$ cat src/design/dmaPkg.sv
// Sizes assume four channels of 16-bit registers over an 8-bit host bus
`default_nettype none

package dmaPkg;

  // Channel and bus sizes
  localparam int numChannels   = 4;
  localparam int chanIdxWidth  = 2;
  localparam int byteWidth     = 8;
  localparam int wordWidth     = 16;
  localparam int hostAddrWidth = 4;

  // Stored mode field holds data bits 7..2 of a mode write
  localparam int modeWidth        = 6;
  localparam int modeAutoInitBit  = 2;
  localparam int modeDecrementBit = 3;

  // Command register
  localparam int cmdDisableBit = 2;

  // Host register operations, one per decoded address group
  typedef enum logic [3:0] {
    opNone,
    opChanAddr,
    opChanCount,
    opCommandStatus,
    opRequest,
    opSingleMask,
    opMode,
    opClearBytePtr,
    opMasterClear,
    opClearMask,
    opAllMask
  } regOpT;

endpackage

`default_nettype wire

$ cat src/design/dmaRegBusIf.sv
// Carries one decoded host access per cycle; read data returns combinationally
`timescale 1ns/100ps
`default_nettype none

interface dmaRegBusIf;

  // Decoded access, valid for the cycle after the host strobe
  dmaPkg::regOpT                     op;
  logic                              wrStrobe;
  logic                              rdStrobe;
  logic [dmaPkg::chanIdxWidth-1:0]   chan;
  logic                              hiByte;
  logic [dmaPkg::byteWidth-1:0]      wrData;
  logic                              masterClear;

  // Read data from the register blocks
  logic [dmaPkg::byteWidth-1:0]      chanRdData;
  logic [dmaPkg::byteWidth-1:0]      ctrlRdData;

  modport decoder (
    output op, wrStrobe, rdStrobe, chan, hiByte, wrData, masterClear,
    input  chanRdData, ctrlRdData
  );

  modport chanSide (
    input  op, wrStrobe, rdStrobe, chan, hiByte, wrData, masterClear,
    output chanRdData
  );

  modport ctrlSide (
    input  op, wrStrobe, rdStrobe, chan, hiByte, wrData, masterClear,
    output ctrlRdData
  );

endinterface

`default_nettype wire

$ cat src/design/channelRegFile.sv
// Terminal count fires on a step with count 0; a same-channel host write or master clear drops the step
`timescale 1ns/100ps
`default_nettype none

module channelRegFile (
  input  wire                                 dma_if,
  input  wire                                 arstN,
  dmaRegBusIf.chanSide                        bus,
  input  wire                                 stepGo,
  input  wire [dmaPkg::chanIdxWidth-1:0]      stepChannel,
  output logic [dmaPkg::wordWidth-1:0]        memAddr,
  output logic                                xferAck,
  output logic                                tcPulse,
  output logic [dmaPkg::chanIdxWidth-1:0]     tcChan
);

  logic [dmaPkg::wordWidth-1:0] baseAddr  [dmaPkg::numChannels];
  logic [dmaPkg::wordWidth-1:0] curAddr   [dmaPkg::numChannels];
  logic [dmaPkg::wordWidth-1:0] baseCount [dmaPkg::numChannels];
  logic [dmaPkg::wordWidth-1:0] curCount  [dmaPkg::numChannels];
  logic [dmaPkg::modeWidth-1:0] mode      [dmaPkg::numChannels];

  logic                         hostHit;
  logic                         stepTake;
  logic                         countZero;
  logic                         autoInit;
  logic                         decrement;
  logic [dmaPkg::wordWidth-1:0] selWord;

  // Host write aimed at the stepping channel wins the edge
  always_comb
  begin
    hostHit = bus.masterClear;
    if (bus.wrStrobe)
    begin
      if ((bus.op == dmaPkg::opChanAddr || bus.op == dmaPkg::opChanCount) &&
          bus.chan == stepChannel)
      begin
        hostHit = 1'b1;
      end
      if (bus.op == dmaPkg::opMode && bus.wrData[dmaPkg::chanIdxWidth-1:0] == stepChannel)
      begin
        hostHit = 1'b1;
      end
    end
  end

  assign stepTake  = stepGo && !hostHit;
  assign countZero = (curCount[stepChannel] == '0);
  assign autoInit  = mode[stepChannel][dmaPkg::modeAutoInitBit];
  assign decrement = mode[stepChannel][dmaPkg::modeDecrementBit];

  always_ff @(posedge dma_if or negedge arstN)
  begin
    if (!arstN)
    begin
      for (int i = 0; i < dmaPkg::numChannels; i++)
      begin
        baseAddr[i]  <= '0;
        curAddr[i]   <= '0;
        baseCount[i] <= '0;
        curCount[i]  <= '0;
        mode[i]      <= '0;
      end
      memAddr <= '0;
      xferAck <= 1'b0;
      tcPulse <= 1'b0;
      tcChan  <= '0;
    end
    else if (bus.masterClear)
    begin
      for (int i = 0; i < dmaPkg::numChannels; i++)
      begin
        baseAddr[i]  <= '0;
        curAddr[i]   <= '0;
        baseCount[i] <= '0;
        curCount[i]  <= '0;
        mode[i]      <= '0;
      end
      memAddr <= '0;
      xferAck <= 1'b0;
      tcPulse <= 1'b0;
      tcChan  <= '0;
    end
    else
    begin
      xferAck <= stepTake;
      tcPulse <= stepTake && countZero;

      if (stepTake)
      begin
        // Present the address from before the step
        memAddr <= curAddr[stepChannel];
        tcChan  <= stepChannel;
        if (!countZero)
        begin
          curAddr[stepChannel]  <= decrement ? curAddr[stepChannel] - 1'b1 :
                                               curAddr[stepChannel] + 1'b1;
          curCount[stepChannel] <= curCount[stepChannel] - 1'b1;
        end
        else if (autoInit)
        begin
          curAddr[stepChannel]  <= baseAddr[stepChannel];
          curCount[stepChannel] <= baseCount[stepChannel];
        end
        else
        begin
          curAddr[stepChannel]  <= '0;
          curCount[stepChannel] <= '0;
        end
      end

      // Byte writes load base and current copies together
      if (bus.wrStrobe)
      begin
        case (bus.op)
          dmaPkg::opChanAddr:
          begin
            if (bus.hiByte)
            begin
              baseAddr[bus.chan][dmaPkg::wordWidth-1:dmaPkg::byteWidth] <= bus.wrData;
              curAddr[bus.chan][dmaPkg::wordWidth-1:dmaPkg::byteWidth]  <= bus.wrData;
            end
            else
            begin
              baseAddr[bus.chan][dmaPkg::byteWidth-1:0] <= bus.wrData;
              curAddr[bus.chan][dmaPkg::byteWidth-1:0]  <= bus.wrData;
            end
          end
          dmaPkg::opChanCount:
          begin
            if (bus.hiByte)
            begin
              baseCount[bus.chan][dmaPkg::wordWidth-1:dmaPkg::byteWidth] <= bus.wrData;
              curCount[bus.chan][dmaPkg::wordWidth-1:dmaPkg::byteWidth]  <= bus.wrData;
            end
            else
            begin
              baseCount[bus.chan][dmaPkg::byteWidth-1:0] <= bus.wrData;
              curCount[bus.chan][dmaPkg::byteWidth-1:0]  <= bus.wrData;
            end
          end
          dmaPkg::opMode:
          begin
            // Channel select sits in the two low data bits
            mode[bus.wrData[dmaPkg::chanIdxWidth-1:0]] <=
              bus.wrData[dmaPkg::byteWidth-1:dmaPkg::byteWidth-dmaPkg::modeWidth];
          end
          default:
          begin
          end
        endcase
      end
    end
  end

  // Read back selected byte of the current register
  always_comb
  begin
    selWord = (bus.op == dmaPkg::opChanCount) ? curCount[bus.chan] : curAddr[bus.chan];
    bus.chanRdData = bus.hiByte ? selWord[dmaPkg::wordWidth-1:dmaPkg::byteWidth] :
                                  selWord[dmaPkg::byteWidth-1:0];
  end

  assert property (@(posedge dma_if) disable iff (!arstN) tcPulse |-> xferAck)
    else $error("channelRegFile: tcPulse without xferAck");

  // An acknowledge always traces back to a gated step one edge earlier
  assert property (@(posedge dma_if) disable iff (!arstN) !stepGo |=> !xferAck)
    else $error("channelRegFile: xferAck without a preceding stepGo");

endmodule

`default_nettype wire

$ cat src/design/controlRegs.sv
// Status read clears TC flags after capture; master clear zeroes command, request and mask
`timescale 1ns/100ps
`default_nettype none

module controlRegs (
  input  wire                                 dma_if,
  input  wire                                 arstN,
  dmaRegBusIf.ctrlSide                        bus,
  input  wire                                 xferStep,
  input  wire [dmaPkg::chanIdxWidth-1:0]      stepChannel,
  output logic                                stepGo,
  input  wire                                 tcPulse,
  input  wire [dmaPkg::chanIdxWidth-1:0]      tcChan
);

  logic [dmaPkg::byteWidth-1:0]   command;
  logic [dmaPkg::numChannels-1:0] request;
  logic [dmaPkg::numChannels-1:0] mask;
  logic [dmaPkg::numChannels-1:0] tcFlags;
  logic [dmaPkg::numChannels-1:0] tcSet;
  logic                           statusRead;

  assign statusRead = bus.rdStrobe && (bus.op == dmaPkg::opCommandStatus);

  always_comb
  begin
    tcSet = '0;
    if (tcPulse)
    begin
      tcSet[tcChan] = 1'b1;
    end
  end

  // Steps pass only for an unmasked channel on an enabled controller
  assign stepGo = xferStep && !mask[stepChannel] && !command[dmaPkg::cmdDisableBit];

  // Status is request bits over TC flags
  assign bus.ctrlRdData = (bus.op == dmaPkg::opCommandStatus) ? {request, tcFlags} : '0;

  always_ff @(posedge dma_if or negedge arstN)
  begin
    if (!arstN)
    begin
      command <= '0;
      request <= '0;
      mask    <= '0;
      tcFlags <= '0;
    end
    else if (bus.masterClear)
    begin
      command <= '0;
      request <= '0;
      mask    <= '0;
      tcFlags <= '0;
    end
    else
    begin
      // New TC still lands on the edge of a status read
      tcFlags <= (statusRead ? '0 : tcFlags) | tcSet;

      if (bus.wrStrobe)
      begin
        case (bus.op)
          dmaPkg::opCommandStatus: command <= bus.wrData;
          dmaPkg::opRequest:       request[bus.wrData[dmaPkg::chanIdxWidth-1:0]] <= bus.wrData[2];
          dmaPkg::opSingleMask:    mask[bus.wrData[dmaPkg::chanIdxWidth-1:0]] <= bus.wrData[2];
          dmaPkg::opAllMask:       mask <= bus.wrData[dmaPkg::numChannels-1:0];
          dmaPkg::opClearMask:     mask <= '0;
          default:
          begin
          end
        endcase
      end
    end
  end

  // A channel masked at one edge cannot pass a step in the next cycle
  assert property (@(posedge dma_if) disable iff (!arstN)
    (bus.wrStrobe && bus.op == dmaPkg::opSingleMask && bus.wrData[2]) |=>
      !(stepGo && stepChannel == $past(bus.wrData[dmaPkg::chanIdxWidth-1:0])))
    else $error("controlRegs: step passed for a masked channel");

endmodule

`default_nettype wire

$ cat src/design/dmaDatapath.sv
// Separate host data in and out ports replace the 8237 tri-state bus; no temp register
`timescale 1ns/100ps
`default_nettype none

module dmaDatapath (
  input  wire                                 dma_if,
  input  wire                                 arstN,

  // Host register port
  input  wire                                 csN,
  input  wire                                 iorN,
  input  wire                                 iowN,
  input  wire [dmaPkg::hostAddrWidth-1:0]     addr,
  input  wire [dmaPkg::byteWidth-1:0]         dataIn,
  output logic [dmaPkg::byteWidth-1:0]        dataOut,

  // Transfer step port
  input  wire                                 xferStep,
  input  wire [dmaPkg::chanIdxWidth-1:0]      stepChannel,
  output logic [dmaPkg::wordWidth-1:0]        memAddr,
  output logic                                xferAck,
  output logic                                tc
);

  logic                            stepGo;
  logic [dmaPkg::chanIdxWidth-1:0] tcChan;

  dmaRegBusIf regBus ();

  hostDecoder uHostDecoder (
    .dma_if  (dma_if),
    .arstN   (arstN),
    .csN     (csN),
    .iorN    (iorN),
    .iowN    (iowN),
    .addr    (addr),
    .dataIn  (dataIn),
    .dataOut (dataOut),
    .bus     (regBus)
  );

  channelRegFile uChannelRegFile (
    .dma_if      (dma_if),
    .arstN       (arstN),
    .bus         (regBus),
    .stepGo      (stepGo),
    .stepChannel (stepChannel),
    .memAddr     (memAddr),
    .xferAck     (xferAck),
    .tcPulse     (tc),
    .tcChan      (tcChan)
  );

  // TC pulse also feeds the sticky status flags
  controlRegs uControlRegs (
    .dma_if      (dma_if),
    .arstN       (arstN),
    .bus         (regBus),
    .xferStep    (xferStep),
    .stepChannel (stepChannel),
    .stepGo      (stepGo),
    .tcPulse     (tc),
    .tcChan      (tcChan)
  );

endmodule

`default_nettype wire

$ cat src/design/hostDecoder.sv
// Host pins are synchronous to dma_if; both strobes low is ignored and dataOut holds between reads
`timescale 1ns/100ps
`default_nettype none

module hostDecoder (
  input  wire                                 dma_if,
  input  wire                                 arstN,
  input  wire                                 csN,
  input  wire                                 iorN,
  input  wire                                 iowN,
  input  wire [dmaPkg::hostAddrWidth-1:0]     addr,
  input  wire [dmaPkg::byteWidth-1:0]         dataIn,
  output logic [dmaPkg::byteWidth-1:0]        dataOut,
  dmaRegBusIf.decoder                         bus
);

  logic          hostWr;
  logic          hostRd;
  logic          chanAccess;
  logic          bytePtr;
  dmaPkg::regOpT pinOp;

  function automatic dmaPkg::regOpT decodeOp(input logic [dmaPkg::hostAddrWidth-1:0] a);
    dmaPkg::regOpT result;
    if (!a[3])
    begin
      // Even addresses select address registers, odd ones count registers
      result = a[0] ? dmaPkg::opChanCount : dmaPkg::opChanAddr;
    end
    else
    begin
      case (a[2:0])
        3'd0:    result = dmaPkg::opCommandStatus;
        3'd1:    result = dmaPkg::opRequest;
        3'd2:    result = dmaPkg::opSingleMask;
        3'd3:    result = dmaPkg::opMode;
        3'd4:    result = dmaPkg::opClearBytePtr;
        3'd5:    result = dmaPkg::opMasterClear;
        3'd6:    result = dmaPkg::opClearMask;
        default: result = dmaPkg::opAllMask;
      endcase
    end
    return result;
  endfunction

  assign hostWr = !csN && !iowN && iorN;
  assign hostRd = !csN && !iorN && iowN;

  always_comb
  begin
    pinOp = decodeOp(addr);
  end

  assign chanAccess = (hostWr || hostRd) &&
                      (pinOp == dmaPkg::opChanAddr || pinOp == dmaPkg::opChanCount);

  // Access strobes, byte pointer and registered read data
  always_ff @(posedge dma_if or negedge arstN)
  begin
    if (!arstN)
    begin
      bus.op          <= dmaPkg::opNone;
      bus.wrStrobe    <= 1'b0;
      bus.rdStrobe    <= 1'b0;
      bus.masterClear <= 1'b0;
      bytePtr         <= 1'b0;
      dataOut         <= '0;
    end
    else
    begin
      bus.op          <= (hostWr || hostRd) ? pinOp : dmaPkg::opNone;
      bus.wrStrobe    <= hostWr;
      bus.rdStrobe    <= hostRd;
      bus.masterClear <= hostWr && (pinOp == dmaPkg::opMasterClear);

      if (hostWr && (pinOp == dmaPkg::opClearBytePtr || pinOp == dmaPkg::opMasterClear))
      begin
        bytePtr <= 1'b0;
      end
      else if (chanAccess)
      begin
        bytePtr <= ~bytePtr;
      end

      // Channel reads come from the register file, the rest from control
      if (bus.rdStrobe)
      begin
        dataOut <= (bus.op == dmaPkg::opChanAddr || bus.op == dmaPkg::opChanCount) ?
                   bus.chanRdData : bus.ctrlRdData;
      end
    end
  end

  // Access payload, only meaningful alongside a strobe
  always_ff @(posedge dma_if)
  begin
    bus.chan   <= addr[dmaPkg::chanIdxWidth:1];
    bus.hiByte <= bytePtr;
    bus.wrData <= dataIn;
  end

  // Host must never drive both strobes in one selected cycle
  assert property (@(posedge dma_if) disable iff (!arstN) !csN |-> (iorN || iowN))
    else $error("hostDecoder: iorN and iowN low together while selected");

endmodule

`default_nettype wire

$ cat config.mk
export PLATFORM = sky130hd
export DESIGN_NAME = dmaDatapath
export DESIGN_NICKNAME = d
export VERILOG_FILES = /design/src/design/dmaPkg.sv /design/src/design/dmaRegBusIf.sv /design/src/design/channelRegFile.sv /design/src/design/controlRegs.sv /design/src/design/dmaDatapath.sv /design/src/design/hostDecoder.sv
export SDC_FILE = /design/constraint.sdc
export NUM_CORES = 1
export LEC_CHECK = 0
export ABC_AREA = 1
export BUFFER_PORTS_ARGS = -buffer_cell sky130_fd_sc_hd__buf_2
export CELL_PAD_IN_SITES_DETAIL_PLACEMENT = 0
export CELL_PAD_IN_SITES_GLOBAL_PLACEMENT = 2
export CORE_ASPECT_RATIO = 0.9
export CORE_MARGIN = 2
export CORE_UTILIZATION = 34
export CTS_BUF_LIST = sky130_fd_sc_hd__clkbuf_8
export CTS_CLUSTER_SIZE = 12
export DETAILED_ROUTE_END_ITERATION = 6
export PLACE_DENSITY = 0.85
export SETUP_SLACK_MARGIN = 0.05
export SYNTH_ARGS = -nofsm -noshare
export SYNTH_HDL_FRONTEND = slang
export SYNTH_SLANG_ARGS = --single-unit
$ cat constraint.sdc
create_clock -name dma_if -period 3.4 [get_ports dma_if]
set_clock_uncertainty 0.15 [all_clocks]
set_input_delay 0.68 -clock dma_if [delete_from_list [all_inputs] [get_ports dma_if]]
set_output_delay 0.68 -clock dma_if [all_outputs]
set_load 0.02 [all_outputs]
# Word-level counts from Yosys, hierarchy flattened
# Index checks and enable logic that the tools add are counted.
dict set report word_totals {
  register_bits 342
  input_bits 20
  out_inout_bits 26
}
dict set report classes {
  addsub 3
  n_lt_le_gt_ge 11
  eq_ne 20
  muxes 109
  bitwise 8
  n_reduce_logical 46
}
# cell count
set ops {}
lappend ops {{two-way mux 64 bit} 24}
lappend ops {{bitwise mux 64 bit} 12}
lappend ops {{two-way mux 16 bit} 18}
lappend ops {{binary-select mux 16 bit (select 2 bit)} 6}
lappend ops {{bitwise AND 64 bit} 2}
lappend ops {{demux 16 bit (select 2 bit)} 3}
lappend ops {{two-way mux 24 bit} 3}
lappend ops {{inverter 64 bit} 1}
lappend ops {{two-way mux 4 bit} 12}
lappend ops {{two-way mux 8 bit} 4}
lappend ops {{subtractor 16 x 1 -> 16 bit, second input constant} 2}
lappend ops {{one-hot mux 4 bit (7 select lines)} 1}
lappend ops {{bitwise mux 24 bit} 1}
lappend ops {{logical AND 1 bit} 19}
lappend ops {{adder 16 x 1 -> 16 bit, second input constant} 1}
lappend ops {{equality test 4 x 3 -> 1 bit, second input constant} 4}
lappend ops {{zero test 16 bit} 1}
lappend ops {{nonzero test 2 bit} 8}
lappend ops {{binary-select mux 6 bit (select 2 bit)} 1}
lappend ops {{demux 6 bit (select 2 bit)} 1}
lappend ops {{equality test 4 x 2 -> 1 bit, second input constant} 3}
lappend ops {{equality test 4 bit, second input constant} 3}
lappend ops {{one-hot mux 4 bit (3 select lines)} 1}
lappend ops {{AND reduction 2 bit} 6}
lappend ops {{23 further kinds} 60}

# Depth between registers and ports, before layout
# Gate-level depths: netlist of the first run.
dict set report logic_depth {
  ltp_word 16
  depth_mapped 25
  ltp_nobuf 21
}

# Modules after synthesis
# Synthesis of the first run repeated with hierarchy kept, for this count alone.
dict set report hier_totals {
  hier_cells 2901
  area_unflattened_um2 19900.3
}
# module instances cells_per_inst area_each_um2 seq_area_each_um2
set modules_own_cells {}
lappend modules_own_cells {channelRegFile 1 2627 17855.9 7106.8}
lappend modules_own_cells {hostDecoder 1 121 1109.8 620.6}
lappend modules_own_cells {controlRegs 1 153 934.6 325.3}

# Worst setup path before layout of the first run
# No wires, ideal clock.
dict set report synth_path {
  kind {input to register}
  start {in stepChannel[0] (netlist bit)}
  end {reg uChannelRegFile.curAddr[46] (netlist bit)}
  setup_ns 0.117
  t_arrival_ns 3.602
  slack_ns -0.469
  stages 17
  path_cell_list {buf_6 -> nand2_4 -> o21ai_0 -> inv_1 -> fa_1 -> o21ai_0 -> nand2_1 -> nand2_1 -> nand4_1 -> nand2_1 -> nand2_1 -> nand3_2 -> o211ai_1 -> nand2_1 -> nand2_1 -> nand2_1 -> nand2_1}
}
dict set report synth_via {
  elab_chain_cells 16
  elab_cells_between_ends 50
}
# element line_no
set synth_rtl {}
lappend synth_rtl {{start: declaration} dmaDatapath.sv:19} ;# input wire [dmaPkg::chanIdxWidth-1:0] stepChannel,
lappend synth_rtl {{parallel branches: the longest is 9 deep, another holds adder 16 x 1 -> 16 bit} -}
lappend synth_rtl {{two-way mux 64 bit (*)} channelRegFile.sv:90} ;# if (stepTake)
lappend synth_rtl {{two-way mux 64 bit (*)} channelRegFile.sv:70} ;# else if (bus.masterClear)
lappend synth_rtl {{bitwise mux 64 bit, on equally long branches} {channelRegFile.sv:127, channelRegFile.sv:122}}
lappend synth_rtl {{two-way mux 64 bit} channelRegFile.sv:119} ;# if (bus.hiByte)
lappend synth_rtl {{two-way mux 64 bit} channelRegFile.sv:116} ;# case (bus.op)
lappend synth_rtl {{two-way mux 64 bit (*)} channelRegFile.sv:114} ;# if (bus.wrStrobe)
lappend synth_rtl {{two-way mux 64 bit (*)} channelRegFile.sv:70}
lappend synth_rtl {{end signal: indexed assignment} channelRegFile.sv:97} ;# curAddr[stepChannel] <= decrement ? curAddr[stepChannel] - 1'b1 :
lappend synth_rtl {{end signal: indexed assignment} channelRegFile.sv:122} ;# curAddr[bus.chan][dmaPkg::wordWidth-1:dmaPkg::byteWidth] <= bus.wrData;
lappend synth_rtl {{end signal: indexed assignment} channelRegFile.sv:127} ;# curAddr[bus.chan][dmaPkg::byteWidth-1:0] <= bus.wrData;
lappend synth_rtl {{end: declaration} channelRegFile.sv:18} ;# logic [dmaPkg::wordWidth-1:0] curAddr [dmaPkg::numChannels];
# Mark *: on every way between the ends. The select of a mux whose other input is x is not followed.
# A chain may end at the register's enable or synchronous reset.

# Final worst setup path of the first run
dict set report layout_path {
  start {reg uHostDecoder.bus.chan[0]}
  end {reg uChannelRegFile.curAddr[14] (netlist bit)}
}
dict set report layout_via {
  elab_chain_cells 14
  elab_cells_between_ends 22
}
# element line_no
set layout_rtl {}
lappend layout_rtl {{start: declaration} dmaRegBusIf.sv:21} ;# output op, wrStrobe, rdStrobe, chan, hiByte, wrData, masterClear,
lappend layout_rtl {{start signal: assignment} hostDecoder.sv:97} ;# bus.chan <= addr[dmaPkg::chanIdxWidth:1];
lappend layout_rtl {{equality test 2 bit} channelRegFile.sv:37} ;# bus.chan == stepChannel)
lappend layout_rtl {{logical AND 1 bit} channelRegFile.sv:36} ;# if ((bus.op == dmaPkg::opChanAddr || bus.op == dmaPkg::opChanCount) &&
lappend layout_rtl {{two-way mux 1 bit} channelRegFile.sv:36}
lappend layout_rtl {{two-way mux 1 bit} channelRegFile.sv:41} ;# if (bus.op == dmaPkg::opMode && bus.wrData[dmaPkg::chanIdxWidth-1:0] == stepChannel)
lappend layout_rtl {{two-way mux 1 bit} channelRegFile.sv:34} ;# if (bus.wrStrobe)
lappend layout_rtl {{zero test 1 bit} channelRegFile.sv:48} ;# assign stepTake = stepGo && !hostHit;
lappend layout_rtl {{logical AND 1 bit} channelRegFile.sv:48}
lappend layout_rtl {{two-way mux 64 bit} channelRegFile.sv:90}
lappend layout_rtl {{two-way mux 64 bit} channelRegFile.sv:70}
lappend layout_rtl {{bitwise mux 64 bit, on equally long branches} {channelRegFile.sv:127, channelRegFile.sv:122}}
lappend layout_rtl {{two-way mux 64 bit} channelRegFile.sv:119}
lappend layout_rtl {{two-way mux 64 bit} channelRegFile.sv:116}
lappend layout_rtl {{two-way mux 64 bit (*)} channelRegFile.sv:114}
lappend layout_rtl {{two-way mux 64 bit (*)} channelRegFile.sv:70}
# Mark *: on every way between the ends. The rest lies on a longest branch, timed or not. The select of a mux whose other input is x is not followed.

==> results.yml, run 1 <==
run_status:
  outcome: "complete, no violations"
setup_path:
  crit_fanout: 9
  endpoint_kind: "flop"
  start_kind: "flop"
  crit_chain: "nand2_1 > buf_4 > nor2_1 > inv_1 > nor2_1 > nor2_1 > inv_1 > a21oi_1 > nand2_1 > nand2_1"
  regToRegEndpoint: "uChannelRegFile.curAddr[14]"
  cp.required_ns: 3.87
  crit_type: "reg2reg"
  worstRegToRegCells: 10
  crit_slowest_cell: "nor2_1"
  cp.arrival_ns: 3.70
  worst-r2r-setup-slack_ns: 0.17
  slowest_delay_ns: 0.89
  r2r-start: "uHostDecoder.bus.chan[0]"
detailed_routing:
  drtAntennaViolNets: 0
  firstDrtPassIters: 7
  dr_total_vias: 20200
  drtIter0Drc: 2416
  wl_per_cell_um: 22.1
  routed_via_density: 5.50
  wirelength_um: 81200
  post-route-drc-count: 0
power_and_ir_drop:
  p_per_area_mw_per_mm2: 566
  p_leak_nw: 11.6
  ir_drop_mv: 0.309
logic_synthesis:
  syn-num-nets: 2716
  netlist_instances: 2679
  yosysWarningCount: 0
  ys_types: 50
  synth_edf_count: 0
  synth-async-reset-ratio_pct: 96.6
  syn_avg_cell_area_um2: 7.07
  yosysSeqAreaShare_pct: 42.5
  syn-cell-area_mm2: 0.0189
  ys_ff_latch: 324
  synthFlopType: "dfrtp_1"
min_path:
  hold_class: "in2reg"
  hold_start: "csN"
  hold_depth: 2
  hold_end: "uHostDecoder.bus.rdStrobe"
floorplan:
  die-area_mm2: 0.0576
  initial_utilization_pct: 34.2
  io_pins: 46
  die_width_um: 253
  core-area_mm2: 0.0554
  num_rows: 82
  die_y_um: 228
global_routing:
  track_usage_pct: 28.1
  grt_max_degree: 83
  grt_pass1_vias: 19500
  grt_pass1_wl_um: 123000
  grt_antenna_before_repair: 3
  gr-total-overflow: 0
timing:
  tightest_slew_ns: 1.17
  finalHoldViolations: 0
  drv_slew: 0
  setup_viol_count_final: 0
  finalCriticalPeriod_ns: 3.23
  fin_tns_setup_ns: 0
  fin_ws_ns: 0.173
  rsz0062_at_grt: "no"
  hold_slack_ns: 0.0409
  fmax_ghz: 0.310
  maxSlewHeadroom_pct: 21.4
  fin_crit_sh_pct: 94.9
cts:
  path_clk_slew_ns: 0.07
  tritoncts: "built"
  cts_setup_buffers: 0
  cts-buffers-inserted: 57
  htreeDepth: 2
  cts-root-buf: "clkbuf_8"
  clockBufferDepth: 3
  insertion_delay_ns: 0.70
  cts_sinks: 324
place:
  postPlaceCellArea_mm2: 0.0216
  numPortBuffers: 45
  dp_worst_setup_slack_ns: -0.399
  gp_congestion: 0.956
  hpwl_um: 58000
flow_run:
  drv_cap: 0
final_layout:
  drive_gt1_share_pct: 15.3
  layout_common_cells: "875 x nand2_1, 313 x dfrtp_1, 265 x inv_1"
  final_common_cell: "nand2_1"
  area_delta_synth_final_pct: 21.2
  final_area_mm2: 0.0229
  nNetsFinal: 2942
[flip-flops by register name, summed over array words and instances, names as in the netlist, 8 cells and up]
signal and flops:
uChannelRegFile.baseAddr 64, uChannelRegFile.baseCount 64, uChannelRegFile.curAddr 64, uChannelRegFile.curCount 64, uChannelRegFile.memAddr 16, uChannelRegFile.mode 8
uHostDecoder.bus.wrData 8, uHostDecoder.dataOut 8
[how the worst max path moves through the flow]
| stage | start | to | depth (start not counted) | slack, ns |
|---|---|---|---|---|
| detailed placement | stepChannel[1] | uChannelRegFile.curAddr[14] | 21 | -0.40 |
| CTS | uHostDecoder.bus.chan[0] | uChannelRegFile.curAddr[60] | 11 | 0.20 |
| global placement | stepChannel[1] | uChannelRegFile.curAddr[60] | 20 | -0.42 |
| global route | uHostDecoder.bus.chan[0] | uChannelRegFile.curAddr[10] | 10 | 0.1 |
| finish | uHostDecoder.bus.chan[0] | uChannelRegFile.curAddr[14] | 10 | 0.17 |
| floorplan | stepChannel[1] | uChannelRegFile.curAddr[46] | 24 | 0.06 |
[critical path: cells and delay by family, from the launching register on]
kind                   cells  cell delay [ns]
AO/OA/AOI/OAI              1             0.24
buffers and inverters      3             0.81
flip-flops                 1             0.41
AND/OR/NAND/NOR            6             1.55
[cell type report]
cell class / count / area (um2)
fill: 5808 / 32500
antenna: 4 / 10.0
clock buffer: 73 / 1000
multi-input combinational: 1950 / 9280
sequential: 324 / 8050
inverter: 262 / 990
clock inverter: 30 / 173
timing repair buffer: 310 / 2540
tap: 714 / 893
[power breakdown]
part / total [W] / switching, W / internal (W)
clock network: 0.00382 / 0.00181 / 0.00201
registers: 0.00502 / 0.000502 / 0.00452
logic: 0.00414 / 0.00260 / 0.00154
[metrics by stage]
stage,power (W),instances,utilization [%]
after floorplan,0.00737,2679,-
after global placement,0.00906,3550,39.1
after detailed placement,0.00910,3550,39.1
after CTS,0.0130,3663,41.4
after global routing,0.0137,3663,41.4
final,0.0130,3667,41.4
[what timing repair did]
item	CTS	global route
setup endpoints to repair	0	9
hold buffers	10	0
gates resized for setup	0	2
hold endpoints to repair	86	0
[cells in the mapped netlist, types with 16 or more instances]
| cell type | number | area, um2 |
|---|---|---|
| o21ai_1 | 58 | 290 |
| clkbuf_1 | 86 | 323 |
| inv_1 | 248 | 931 |
| buf_2 | 28 | 140 |
| nand2_1 | 876 | 3290 |
| nor2_1 | 167 | 627 |
| nor3_1 | 46 | 230 |
| dfrtp_1 | 313 | 7830 |
| o21ai_0 | 230 | 1150 |
| o22ai_1 | 123 | 769 |
| a21oi_1 | 124 | 621 |
| ha_1 | 16 | 200 |
| nand3_1 | 138 | 691 |
| o211ai_1 | 44 | 330 |
[kinds of logic after synthesis]
logic type	count (synthesis)	share of synthesized area, %
DFF	324	42.5
buffers and inverters	405	8.75
xor gates and xnor gates	15	0.694
adders and majority gates	17	1.16
muxes	1	0.0529
AOI/OAI and AO/OA	628	18.8
and+or+nand+nor	1289	28.0
[routing by layer]
layer  GRT usage, %  wire length, um  vias to the layer above
li1               -                -                     9301
met1           40.1            36000                     9608
met3           5.51             7550                      191
met4           11.5             3070                        2
met5              0               13                        -
met2           41.4            34600                     1070
No activity file was read; power rests on OpenSTA's default activity.
==> run 2: changes to the inputs <==
- CELL_PAD_IN_SITES_DETAIL_PLACEMENT: 0 -> 1
- CELL_PAD_IN_SITES_GLOBAL_PLACEMENT: 2 -> 1
- CORE_MARGIN: 2 -> 4
- CORE_UTILIZATION: 34 -> 40
- PLACE_DENSITY: 0.85 -> 0.81
==> run 2 against run 1 <==
Utilization increased by 6.4 points. Wire length increased by 1.6%. Design area decreased by 2.5%. Sequential power about the same. Register-to-register slack improved by 0.20 ns. Non-clock buffer count decreased by 55.
==> results.yml, run 2 (synthesized netlist as in run 1, its figures left out) <==
detailed_routing:
  post-route-drc-count: 0
  routed_via_density: 5.94
  dr_total_vias: 20900
  firstDrtPassIters: 6
  wirelength_um: 82500
  drtAntennaViolNets: 0
  wl_per_cell_um: 23.5
  drtIter0Drc: 2153
power_and_ir_drop:
  seqPwrFrac_pct: 38.8
  swShare_pct: 38.4
  p_clk_share_pct: 29.6
  ir_drop_mv: 0.389
  combPwrFrac_pct: 31.6
  switching_power_w: 0.00500
  p_leak_nw: 11.4
  p_per_area_mw_per_mm2: 582
  p_int_w: 0.00801
run_status:
  outcome: "complete, no violations"
cts:
  htreeDepth: 2
  cts-buffers-inserted: 59
  cts_resized: 0
  clockBufferDepth: 3
  cts_sinks: 324
  path_clk_slew_ns: 0.06
  tritoncts: "built"
  cts-root-buf: "clkbuf_8"
  insertion_delay_ns: 0.70
final_layout:
  area_delta_synth_final_pct: 18.1
  fillers: 5969
  nNetsFinal: 2889
  final_common_cell: "nand2_1"
  layout_common_cells: "875 x nand2_1, 313 x dfrtp_1, 268 x inv_1"
  drive_gt1_share_pct: 13.6
  antenna_cells: 0
global_routing:
  top_usage_layer: "met2"
  grt_max_degree: 91
  gr-total-overflow: 0
  grt_pass1_wl_um: 127000
  track_usage_pct: 31.7
  grt_use_met2_pct: 49.6
  grt_pass1_vias: 22000
  use_met1_pct: 41.9
  use_met3_pct: 7.32
  grt_antenna_before_repair: 3
timing:
  hold_slack_ns: 0.0713
  finalHoldViolations: 0
  tightest_slew_ns: 1.23
  rsz0062_at_grt: "no"
  setup_viol_count_final: 0
  drv_slew: 0
  maxSlewHeadroom_pct: 17.9
  finalCriticalPeriod_ns: 3.11
  fin_ws_ns: 0.293
  fin_crit_sh_pct: 91.4
  fmax_ghz: 0.322
setup_path:
  worst-r2r-setup-slack_ns: 0.37
  cp.arrival_ns: 3.51
  crit_fanout: 26
  endpoint_kind: "flop"
  cp.required_ns: 3.81
  crit_type: "in2reg"
  start_kind: "primary input"
floorplan:
  num_rows: 75
  die-area_mm2: 0.0509
  die_width_um: 237
  io_pins: 46
  core-area_mm2: 0.0467
  die_y_um: 214
  initial_utilization_pct: 40.5
place:
  dp_worst_setup_slack_ns: -0.299
  numPortBuffers: 45
  gp_congestion: 0.983
  hpwl_um: 59200
flow_run:
  drv_cap: 0
min_path:
  hold_class: "in2reg"
[run 2: layout make-up]
cell class	instances	area, um2	area share [%]
inverters	262	990	4.43
multi-input cells	1950	9270	41.4
well taps	616	771	3.45
clock buffers	75	1030	4.62
repair buffers	255	2080	9.30
clock inverters	32	169	0.755
flip-flops and latches	324	8050	36.0
[run 2: stage by stage]
step           cell area [um2]  setup TNS, ns  instances  total power, W  util (%)
2_1_floorplan            19000              0       2679         0.00737         -
3_3_place_gp             21000          -2.83       3395         0.00885      45.0
3_5_place_dp             21000         -11.17       3395         0.00906      45.0
4_1_cts                  22400              0       3514          0.0130      47.9
5_1_grt                  22400              0       3514          0.0137      47.9
6_report                 22400              0       3514          0.0130      47.9
[run 2: critical path, stage by stage]
cell	delay (ns)
buf_2	0.21
buf_4	0.39
nand2_2	0.27
o21a_1	0.28
buf_4	0.16
inv_1	0.06
ha_1	0.23
nand2_1	0.11
inv_1	0.05
nand2_1	0.06
nand2_1	0.12
nand2_1	0.09
nand2_1	0.08
nor2_1	0.12
nor2_1	0.07
nand2_1	0.18
nand3_1	0.12
o211ai_1	0.14
nand2_1	0.08
[run 2: final timing paths]
check | from | to | cells past startpoint
max | stepChannel[1] | uChannelRegFile.curAddr[7] | 19
max in group asynchronous | arstN | uChannelRegFile.curCount[19] | 3
min in group asynchronous | arstN | uChannelRegFile.memAddr[13] | 2
min reg2reg | uHostDecoder.bytePtr | uHostDecoder.bus.hiByte | 0
max reg2reg | uHostDecoder.bus.op[1] | uChannelRegFile.curAddr[4] | 10
min | iowN | uHostDecoder.bus.wrStrobe | 2
[run 2: power by group through the flow]
stage	logic [W]	registers (W)	clock network [W]
final	0.00411	0.00505	0.00385
after global routing	0.00450	0.00511	0.00410
after CTS	0.00403	0.00502	0.00392
after detailed placement	0.00398	0.00508	0
after global placement	0.00380	0.00505	0
after floorplan	0.00239	0.00499	0
[run 2: what timing repair did]
action,4_1_cts,5_1_grt
setup buffers,0,0
hold endpoints to repair,95,0
hold buffers,12,0
[run 2: per-layer routing]
layer / vias to the layer above / routed length, um / share of wire [%]
li1: 9163 / - / -
met1: 10300 / 33700 / 41
met2: 1083 / 37100 / 45
met3: 277 / 7870 / 9.5
met4: 8 / 3850 / 4.7
met5: - / 57 / 0.069
